===== src/design/shuffle_pkg.sv =====
package shuffle_pkg;

  //////////////////////////////
  // Element width
  //////////////////////////////

  // Code 3 is reserved; the 64-bit path is not part of this shuffler
  typedef enum logic [1:0] {
    EW8  = 2'd0,
    EW16 = 2'd1,
    EW32 = 2'd2
  } vew_e;

  //////////////////////////////
  // Request tracking
  //////////////////////////////

  // Outstanding read requests that can be tracked at once
  localparam int unsigned NumTrackers = 8;

  // Index into the tracker entries
  typedef logic [2:0] trk_ptr_t;

  //////////////////////////////
  // Default sizes
  //////////////////////////////

  // Lanes per cluster
  localparam int unsigned DefNrLanes = 4;

  // Clusters fed by one memory beat
  localparam int unsigned DefNrClusters = 4;

  // Slice width delivered to each cluster
  localparam int unsigned DefClusterDataWidth = 128;

endpackage


===== src/design/cluster_fork.sv =====
`timescale 1ns/1ps

module cluster_fork #(
  parameter int unsigned NrClusters = shuffle_pkg::DefNrClusters
) (
  input  logic                  clk_i,
  input  logic                  rst_ni,
  input  logic                  valid_i,
  output logic                  ready_o,
  output logic [NrClusters-1:0] valid_o,
  input  logic [NrClusters-1:0] ready_i
);

  logic [NrClusters-1:0] taken_q;
  logic [NrClusters-1:0] taken_now;
  logic [NrClusters-1:0] done;

  // Offer the beat only to clusters that still need it
  assign valid_o   = {NrClusters{valid_i}} & ~taken_q;
  assign taken_now = valid_o & ready_i;
  assign done      = taken_q | taken_now;

  // Upstream sees the transfer once the last cluster has its copy
  assign ready_o = &done;

  always_ff @(posedge clk_i or negedge rst_ni) begin
    if (!rst_ni) begin
      taken_q <= '0;
    end else if (valid_i) begin
      if (ready_o) begin
        taken_q <= '0;
      end else begin
        taken_q <= done;
      end
    end
  end

endmodule


===== src/design/shuffle_permute.sv =====
`timescale 1ns/1ps

module shuffle_permute #(
  parameter int unsigned NrLanes          = shuffle_pkg::DefNrLanes,
  parameter int unsigned NrClusters       = shuffle_pkg::DefNrClusters,
  parameter int unsigned ClusterDataWidth = shuffle_pkg::DefClusterDataWidth,
  parameter int unsigned Scale            = 0
) (
  input  logic [NrClusters*ClusterDataWidth-1:0] data_i,
  input  logic                                   enable_i,
  output logic [NrClusters*ClusterDataWidth-1:0] data_o
);

  localparam int unsigned TotalWidth = NrClusters * ClusterDataWidth;
  localparam int unsigned BlockSize  = NrLanes << Scale;
  localparam int unsigned GroupSize  = 2 * NrClusters;
  localparam int unsigned NumGroups  = TotalWidth / (BlockSize * GroupSize);

  logic [TotalWidth-1:0] shuffled;

  // Interleave the two halves of every group of 2*NrClusters blocks
  for (genvar k = 0; k < NumGroups; k++) begin : g_group
    for (genvar i = 0; i < NrClusters; i++) begin : g_cluster
      for (genvar j = 0; j < 2; j++) begin : g_half
        localparam int unsigned DstBlk = k * GroupSize + 2 * i + j;
        localparam int unsigned SrcBlk = k * GroupSize + j * NrClusters + i;

        assign shuffled[DstBlk*BlockSize +: BlockSize] =
            data_i[SrcBlk*BlockSize +: BlockSize];
      end
    end
  end

  // Disabled stages leave the beat untouched
  assign data_o = enable_i ? shuffled : data_i;

endmodule


===== src/design/shuffle_read_top.sv =====
`timescale 1ns/1ps

module shuffle_read_top #(
  parameter int unsigned NrLanes          = shuffle_pkg::DefNrLanes,
  parameter int unsigned NrClusters       = shuffle_pkg::DefNrClusters,
  parameter int unsigned ClusterDataWidth = shuffle_pkg::DefClusterDataWidth
) (
  input  logic                                   clk_i,
  input  logic                                   rst_ni,
  // Read address handshake
  input  logic                                   ar_valid_i,
  input  shuffle_pkg::vew_e                      vew_i,
  input  logic                                   use_eew1_i,
  output logic                                   ar_ready_o,
  output logic                                   ar_valid_o,
  input  logic                                   ar_ready_i,
  // Read data from memory
  input  logic                                   r_valid_i,
  input  logic [NrClusters*ClusterDataWidth-1:0] r_data_i,
  input  logic                                   r_last_i,
  output logic                                   r_ready_o,
  // Read data to the clusters
  output logic [NrClusters-1:0]                  r_valid_o,
  output logic [NrClusters*ClusterDataWidth-1:0] r_data_o,
  output logic                                   r_last_o,
  input  logic [NrClusters-1:0]                  r_ready_i
);

  localparam int unsigned NumStages  = $clog2(ClusterDataWidth / NrLanes);
  localparam int unsigned TotalWidth = NrClusters * ClusterDataWidth;

  logic [TotalWidth-1:0] stage_in  [NumStages];
  logic [TotalWidth-1:0] stage_out [NumStages];
  logic [NumStages-1:0]  stage_valid;
  logic [NumStages-1:0]  stage_ready;
  logic [NumStages-1:0]  stage_last;
  logic [NumStages-1:0]  stage_en;
  logic [NumStages-1:0]  stage_done;

  //////////////////////////////
  // Request tracking
  //////////////////////////////

  shuffle_tracker #(
    .NumStages (NumStages)
  ) i_tracker (
    .clk_i        (clk_i),
    .rst_ni       (rst_ni),
    .ar_valid_i   (ar_valid_i),
    .ar_ready_i   (ar_ready_i),
    .vew_i        (vew_i),
    .use_eew1_i   (use_eew1_i),
    .stage_done_i (stage_done),
    .ar_valid_o   (ar_valid_o),
    .ar_ready_o   (ar_ready_o),
    .stage_en_o   (stage_en)
  );

  // Last beat of a request leaving stage s
  assign stage_done = stage_valid & stage_ready & stage_last;

  //////////////////////////////
  // Stage chain
  //////////////////////////////

  // Stage 0 works straight on the memory beat
  assign stage_in[0]    = r_data_i;
  assign stage_valid[0] = r_valid_i;
  assign stage_last[0]  = r_last_i;
  assign r_ready_o      = stage_ready[0];

  for (genvar s = 0; s < NumStages; s++) begin : g_stage
    shuffle_permute #(
      .NrLanes          (NrLanes),
      .NrClusters       (NrClusters),
      .ClusterDataWidth (ClusterDataWidth),
      .Scale            (s)
    ) i_permute (
      .data_i   (stage_in[s]),
      .enable_i (stage_en[s]),
      .data_o   (stage_out[s])
    );

    if (s > 0) begin : g_reg
      shuffle_stage_reg #(
        .Width (TotalWidth)
      ) i_reg (
        .clk_i   (clk_i),
        .rst_ni  (rst_ni),
        .valid_i (stage_valid[s-1]),
        .ready_o (stage_ready[s-1]),
        .data_i  (stage_out[s-1]),
        .last_i  (stage_last[s-1]),
        .valid_o (stage_valid[s]),
        .ready_i (stage_ready[s]),
        .data_o  (stage_in[s]),
        .last_o  (stage_last[s])
      );
    end
  end

  //////////////////////////////
  // Cluster delivery
  //////////////////////////////

  cluster_fork #(
    .NrClusters (NrClusters)
  ) i_fork (
    .clk_i   (clk_i),
    .rst_ni  (rst_ni),
    .valid_i (stage_valid[NumStages-1]),
    .ready_o (stage_ready[NumStages-1]),
    .valid_o (r_valid_o),
    .ready_i (r_ready_i)
  );

  // Cluster c reads its slice from bit c*ClusterDataWidth upward
  assign r_data_o = stage_out[NumStages-1];
  assign r_last_o = stage_last[NumStages-1];

endmodule


===== src/design/shuffle_stage_reg.sv =====
`timescale 1ns/1ps

module shuffle_stage_reg #(
  parameter int unsigned Width = 512
) (
  input  logic             clk_i,
  input  logic             rst_ni,
  // Upstream side
  input  logic             valid_i,
  output logic             ready_o,
  input  logic [Width-1:0] data_i,
  input  logic             last_i,
  // Downstream side
  output logic             valid_o,
  input  logic             ready_i,
  output logic [Width-1:0] data_o,
  output logic             last_o
);

  logic             full_q;
  logic [Width-1:0] data_q;
  logic             last_q;

  // Take a new beat when empty or when the held one is leaving this cycle
  assign ready_o = ~full_q | ready_i;

  always_ff @(posedge clk_i or negedge rst_ni) begin
    if (!rst_ni) begin
      full_q <= 1'b0;
    end else if (ready_o) begin
      full_q <= valid_i;
    end
  end

  always_ff @(posedge clk_i) begin
    if (valid_i && ready_o) begin
      data_q <= data_i;
      last_q <= last_i;
    end
  end

  assign valid_o = full_q;
  assign data_o  = data_q;
  assign last_o  = last_q;

endmodule


===== src/design/shuffle_tracker.sv =====
`timescale 1ns/1ps

module shuffle_tracker #(
  parameter int unsigned NumStages = $clog2(shuffle_pkg::DefClusterDataWidth /
                                            shuffle_pkg::DefNrLanes)
) (
  input  logic                 clk_i,
  input  logic                 rst_ni,
  // Read address handshake
  input  logic                 ar_valid_i,
  input  logic                 ar_ready_i,
  input  shuffle_pkg::vew_e    vew_i,
  input  logic                 use_eew1_i,
  // Last beat of a request left stage s
  input  logic [NumStages-1:0] stage_done_i,
  output logic                 ar_valid_o,
  output logic                 ar_ready_o,
  output logic [NumStages-1:0] stage_en_o
);

  localparam int unsigned CntWidth = $clog2(shuffle_pkg::NumTrackers) + 1;

  logic [NumStages-1:0]  en_q [shuffle_pkg::NumTrackers];
  shuffle_pkg::trk_ptr_t accept_ptr_q;
  shuffle_pkg::trk_ptr_t issue_ptr_q [NumStages];
  logic [CntWidth-1:0]   cnt_q;
  logic                  full;
  logic                  accept;
  logic                  retire;
  logic [NumStages-1:0]  new_en;

  function automatic shuffle_pkg::trk_ptr_t next_ptr(input shuffle_pkg::trk_ptr_t ptr);
    shuffle_pkg::trk_ptr_t last_ptr;
    last_ptr = shuffle_pkg::trk_ptr_t'(shuffle_pkg::NumTrackers - 1);
    return (ptr == last_ptr) ? '0 : ptr + 1'b1;
  endfunction

  //////////////////////////////
  // Address side
  //////////////////////////////

  assign full       = (cnt_q == CntWidth'(shuffle_pkg::NumTrackers));
  assign ar_valid_o = ar_valid_i;
  assign ar_ready_o = ar_ready_i & ~full;
  assign accept     = ar_valid_i & ar_ready_o;
  assign retire     = stage_done_i[NumStages-1];

  // Stages at or above the element width scale swap blocks
  // Mask loads use every stage
  always_comb begin
    for (int s = 0; s < NumStages; s++) begin
      new_en[s] = use_eew1_i | (s >= 3 + int'(vew_i));
    end
  end

  always_ff @(posedge clk_i or negedge rst_ni) begin
    if (!rst_ni) begin
      for (int t = 0; t < shuffle_pkg::NumTrackers; t++) begin
        en_q[t] <= '0;
      end
      accept_ptr_q <= '0;
    end else if (accept) begin
      en_q[accept_ptr_q] <= new_en;
      accept_ptr_q       <= next_ptr(accept_ptr_q);
    end
  end

  always_ff @(posedge clk_i or negedge rst_ni) begin
    if (!rst_ni) begin
      cnt_q <= '0;
    end else begin
      case ({accept, retire})
        2'b10:   cnt_q <= cnt_q + 1'b1;
        2'b01:   cnt_q <= cnt_q - 1'b1;
        default: cnt_q <= cnt_q;
      endcase
    end
  end

  //////////////////////////////
  // Per-stage issue pointers
  //////////////////////////////

  // Each stage moves on to the next request once its last beat has gone through
  always_ff @(posedge clk_i or negedge rst_ni) begin
    if (!rst_ni) begin
      for (int s = 0; s < NumStages; s++) begin
        issue_ptr_q[s] <= '0;
      end
    end else begin
      for (int s = 0; s < NumStages; s++) begin
        if (stage_done_i[s]) begin
          issue_ptr_q[s] <= next_ptr(issue_ptr_q[s]);
        end
      end
    end
  end

  always_comb begin
    for (int s = 0; s < NumStages; s++) begin
      stage_en_o[s] = en_q[issue_ptr_q[s]][s];
    end
  end

endmodule


===== config.mk =====
export PLATFORM = sky130hd
export DESIGN_NAME = shuffle_read_top
export DESIGN_NICKNAME = d
export VERILOG_FILES = /design/src/design/shuffle_pkg.sv /design/src/design/cluster_fork.sv /design/src/design/shuffle_permute.sv /design/src/design/shuffle_read_top.sv /design/src/design/shuffle_stage_reg.sv /design/src/design/shuffle_tracker.sv
export SDC_FILE = /design/constraint.sdc
export NUM_CORES = 2
export LEC_CHECK = 0
export CAP_MARGIN = 10
export CORE_MARGIN = 8
export CORE_UTILIZATION = 60
export CTS_CLUSTER_DIAMETER = 30
export CTS_CLUSTER_SIZE = 20
export DETAILED_ROUTE_END_ITERATION = 7
export DONT_BUFFER_PORTS = 1
export HOLD_SLACK_MARGIN = 0.1
export PLACE_DENSITY = 0.76
export SLEW_MARGIN = 5
export SYNTH_ARGS = -nofsm -noshare
export SYNTH_HDL_FRONTEND = slang
export SYNTH_SLANG_ARGS = --single-unit

===== constraint.sdc =====
create_clock -name clk_i -period 32.5 [get_ports clk_i]
set_clock_uncertainty 0.2 [all_clocks]
set_input_delay 4.875 -clock clk_i [delete_from_list [all_inputs] [get_ports clk_i]]
set_output_delay 4.875 -clock clk_i [all_outputs]
set_load 0.03 [all_outputs]

# ---- After elaboration in Yosys (flattened, before gate mapping)
# Index checks and enable logic that the tools add are counted.
# Widths: inputs -> output; s select.
dict set report op_classes {
  add_sub_neg 9
  mul 0
  div 0
  magnitude_cmp 12
  n_eq_ne 9
  n_shift 0
  mux 31
  bitwise 28
  reduce_logical 7
}
# cell n
set ops {}
lappend ops {{$mux 508} 1}
lappend ops {{$mux 504} 1}
lappend ops {{$mux 496} 1}
lappend ops {{$mux 480} 1}
lappend ops {{$mux 448} 1}
lappend ops {{$bmux 5 s3} 5}
lappend ops {{$ge 3x32->1 const A} 2}
lappend ops {{$bwmux 40} 1}
lappend ops {{$ge 1x32->1 const A} 1}
lappend ops {{$ge 2x32->1 const A} 1}
lappend ops {{$ge 4x32->1 const A} 1}
lappend ops {{$ge 4x4->1 const B} 6}
lappend ops {{$mux 3} 8}
lappend ops {{$not 3->4} 6}
lappend ops {{$add 3x1->3 const B} 6}
lappend ops {{$eq 3x3->1 const B} 6}
lappend ops {{$demux 5 s3} 1}
lappend ops {{$mux 5} 3}
lappend ops {{$mux 4} 3}
lappend ops {{$and 5x5->5} 2}
lappend ops {{$or 1x1->1} 9}
lappend ops {{$and 4x4->4} 2}
lappend ops {{$pmux 4 s2} 1}
lappend ops {{$logic_and 1x1->1} 5}
lappend ops {{other kinds (15)} 22}
dict set report totals {
  ff_bits 2122
  latchBits 0
  ramBits 0
  rom_bits 0
  inputBits 525
  out_inout_bits 520
  word_cells 124
  n_memories 0
}

# ---- Longest topological paths before layout
dict set report logic_depth {
  ltp_word 13
  mapped_depth 10
}

# ---- Modules after synthesis
# A second synthesis with hierarchy kept.
dict set report hier_totals {
  cells_unflattened 5078
  area_unflattened_um2 94356.7
}
# module n_inst cells_each area_per_inst_um2 seq_area_each_um2
set modules_own_cells {}
lappend modules_own_cells {shuffle_stage_reg 4 517 15458.6 15429.8}
lappend modules_own_cells {{shuffle_permute (g_stage[2].i_permute ...)} 2 555 5788.1 0.0}
lappend modules_own_cells {{shuffle_permute (g_stage[0].i_permute)} 1 555 6013.3 0.0}
lappend modules_own_cells {{shuffle_permute (g_stage[3].i_permute)} 1 555 5825.6 0.0}
lappend modules_own_cells {{shuffle_permute (g_stage[1].i_permute)} 1 555 5753.0 0.0}
lappend modules_own_cells {shuffle_tracker 1 209 3098.0 1551.5}
lappend modules_own_cells {cluster_fork 1 21 225.2 100.1}
lappend modules_own_cells {shuffle_read_top 1 5 31.3 0.0}

# ---- Least setup slack after synthesis
# OpenSTA, ideal clock, no wires.
dict set report synth_path {
  kind {input -> register}
  startpoint {in r_ready_i[0]}
  endpoint {reg g_stage[3].g_reg.i_reg.data_q[0], enable pin}
  setup_time_ns 1.452
  t_arrival_ns 27.511
  t_required_ns 30.848
  path_slack_ns 3.338
  cell_stages 3
  n_path_buf 0
  cell_sequence {o22a_1 a21oi_1 nor2b_1}
}
dict set report synth_via {
  elab_chain_cells 6
}
# element line
set synth_rtl {}
lappend synth_rtl {{start, declared} shuffle_read_top.sv:26} ;# input logic [NrClusters-1:0] r_ready_i
lappend synth_rtl {{$and 4x4->4} cluster_fork.sv:20} ;# assign taken_now = valid_o & ready_i;
lappend synth_rtl {{$or 4x4->4} cluster_fork.sv:21} ;# assign done = taken_q | taken_now;
lappend synth_rtl {{$reduce_and 4->1} cluster_fork.sv:24} ;# assign ready_o = &done;
lappend synth_rtl {{$or 1x1->1 (2 in a row)} shuffle_stage_reg.sv:25} ;# assign ready_o = ~full_q | ready_i;
lappend synth_rtl {{$logic_and 1x1->1} shuffle_stage_reg.sv:36} ;# if (valid_i && ready_o) begin
lappend synth_rtl {{end signal, assigned} shuffle_stage_reg.sv:37} ;# data_q <= data_i;
lappend synth_rtl {{end, declared} shuffle_stage_reg.sv:21} ;# logic [Width-1:0] data_q;
# Every way passes these cells.
# A chain may end at the register's enable or synchronous reset.

# ---- Worst setup path after layout
dict set report layout_path {
  startpoint {in r_ready_i[0]}
  endpoint {out r_ready_o}
}
dict set report layout_via {
  elab_chain_cells 7
}
# element line
set layout_rtl {}
lappend layout_rtl {{$and 4x4->4} cluster_fork.sv:20}
lappend layout_rtl {{$or 4x4->4} cluster_fork.sv:21}
lappend layout_rtl {{$reduce_and 4->1} cluster_fork.sv:24}
lappend layout_rtl {{$or 1x1->1 (4 in a row)} shuffle_stage_reg.sv:25}
lappend layout_rtl {{end, declared} shuffle_read_top.sv:21} ;# output logic r_ready_o,
# Every way passes these cells.

==> impl_metrics.ini <==
[routing]
detail_route.first_pass.iterations = 7
vias = 43910
first_iter_violations = 3979
remaining_drc_errors = 0
route.final.wire_length_mm = 248.6
routed_wire_length_per_instance_um = 35.24
drtAntennaViolNets = 0
avgViaCountPerCell = 6.225

[die]
initial_core_util_pct = 60.16
core_region_area_sq_mm = 0.1491
die_width_um = 402.6
fp.dieArea_sq_mm = 0.1621
placement_rows = 142
die_y_um = 402.6
pin_count = 1045

[cells_and_area]
mostFrequentLayoutCells = 2052 x edfxtp_1, 1969 x mux2_2, 411 x clkbuf_16
final_nets = 5226
fillerInstances = 8953
layoutNonFillerInstCount = 7054
layout.cells.most_common = edfxtp_1
post_route_cells_drive_above_1_share_pct = 54.01
final-seq-area_sq_mm = 0.06337
multi_input_area_sq_mm = 0.02337
syn_to_final_growth_pct = 15.81
finalCoreUtilization_pct = 69.67

[logic_synthesis]
synth_seq_cells = 2122
yosysTopAreaCellShare_pct = 68.71
mappedNetlistArea_sq_mm = 0.08968
yosys.area.top_type = edfxtp_1
synth_nets = 5119
ys_dominant_reg_cell = edfxtp_1
netlist-cell-type-count = 43
instance_count_of_the_mapped_netlist = 4574
synth_sequential_area_ratio_pct = 70.66
synthTopCellsByArea = edfxtp_1 69%, mux2_2 25%, dfrtp_1 2.0%
synth_edf_count = 2052
postSynth.asyncResetShare_pct = 3.299
avgSynthCellArea_sq_um = 19.61
yosys_warnings = 0

[worst_setup_path]
worstPathMaxFanout = 4
req_time_crit_path_ns = 27.42
reg2reg_slack_ns = 27.51
worst-endpoint-arrival_ns = 5.55
crit_chain = o22a_1, a211o_1
critPathTopFamily = compound AO/OA/AOI/OAI gates
cp.buffers_inverters = 0
worst_path_largest_cell_delay_ns = 0.46
critPathLaunchType = input port
startpoint = r_ready_i[0]
worstSetupPathType = in -> out
regToRegStartpoint = i_fork.taken_q[0]
critical_path.slowest_cell = a211o_1
critical_path.endpoint_type = output port

[cts]
htree_num_levels = 5
cts.repair_timing.setup_buffer_count = 0
clock_sink_count = 2122
numCtsBuffers = 406
postCtsHoldBufs = 0
path_clk_slew_ns = 0.06
max-clock-path-buffers = 4
number_of_cells_upsized_or_downsized_after_cts = 0
clk_latency_ns = 0.93
cts_root_buffer = clkbuf_16
tritoncts = built

[timing]
timing_hold_violations_final = 0
slew_headroom_pct = -8.907
report.final.setup_viol = 0
worst_slew_pin_slew_ns = 1.634
finalCriticalPeriod_ns = 10.63
finalWorstSetupSlack_ns = 21.87
fmax_ghz = 0.09411
final_min_period_over_clock_period_pct = 32.70
rsz0062_at_grt = false
tns_ns = 0
final-max-slew-violation-count = 64

[placement]
post-dp-hpwl_mm = 174.3
gp_congestion = 0.9695
dp_slack_ns = 21.88
numPortBuffers = 0
placed_cells_incl_taps = 6215

[grt]
grt_use_total_pct = 29.64
grt_pass1_wl_mm = 338.5
antenna_found_initial = 110
number_of_global_route_vias_before_repair = 45410
overflow = 0
grt_start_max_net_pins = 173

[min_path]
timing.hold.worst.start = g_stage[1].g_reg.i_reg.data_o[380]
worstHoldPathType = reg -> reg

[outcome]
failed_checks = slew limit
run_status = finished with violations

[flow_run]
timing.max_cap.violations = 0
-- worst paths after layout --
check,end,cells past startpoint
setup / recovery,r_ready_o,2
hold / removal,g_stage[2].g_reg.i_reg.data_o[380],0
setup reg to reg,g_stage[3].g_reg.i_reg.data_o[406],6
hold reg to reg,g_stage[2].g_reg.i_reg.data_o[380],0
max in group asynchronous,i_tracker.en_q[26],0
min in group asynchronous,g_stage[3].g_reg.i_reg.valid_o,0
-- flip-flops by register name, summed over array words and instances (netlist names) --
signal                       count
g_stage.g_reg.i_reg.data_o    2048
g_stage.g_reg.i_reg.last_o       4
g_stage.g_reg.i_reg.valid_o      4
i_fork.taken_q                   4
i_tracker.accept_ptr_q           3
i_tracker.cnt_q                  4
i_tracker.en_q                  40
i_tracker.issue_ptr_q           15
-- cell usage after synthesis (2+ instances only) --
cell and instances:
nand2_1 13, and2_1 5, nand3_1 2, mux2_2 1969, a21oi_1 7, nor2b_1 5
inv_1 7, or2_2 2, buf_2 34, dfrtp_1 70, or4b_1 3, buf_4 188
o22a_1 2, clkbuf_1 6, mux4_2 10, buf_6 120, or3_1 2, edfxtp_1 2052
nor3_1 3, mux2i_2 4, a21o_1 4, nor2_1 12, ha_1 19, mux2_4 5
nand4b_1 4, nand2b_1 4, and3_1 2, o21ai_0 5
-- cells by family (layout without fill, tap and decap cells) --
kind of cell | after synthesis | after routing | share of synthesized area [%]
fa+ha+maj | 20 | 20 | 0.2874
simple gates | 61 | 61 | 0.3753
compound gates | 23 | 23 | 0.1674
buf+inv | 356 | 792 | 3.329
xor+xnor | 2 | 2 | 0.01954
mux | 1990 | 1990 | 25.16
flops | 2122 | 2122 | 70.66
other cells | 0 | 100 | 0
-- metal layers --
layer  global-route usage, %  up-vias  part of all wire, %
li1                        -    18440                    -
met1                   31.91    22530                   33
met2                   50.22     2335                   51
met3                   10.19      567                  9.7
met4                   18.48       44                  6.0
met5                       0        -                 0.13
-- through the flow --
step           hold WS [ns]  cell area, sq um
2_1_floorplan        0.2003             89680
3_3_place_gp         0.2001             89660
3_5_place_dp         0.2045             89660
4_1_cts              0.1578            103600
5_1_grt              0.1542            103800
6_report             0.1560            103900
-- layout make-up --
type | count | area share (%)
flip-flops and latches | 2122 | 61.02
inverters | 8 | 0.02891
clock inverters | 294 | 3.362
repair buffers | 47 | 0.4867
diodes | 100 | 0.2409
well taps | 1944 | 2.342
clock buffers | 443 | 10.02
multi-input cells | 2096 | 22.50
Power is left out: the tool's default activity adds up to more than one toggle a clock period on the data nets, which glitch-free logic cannot reach.
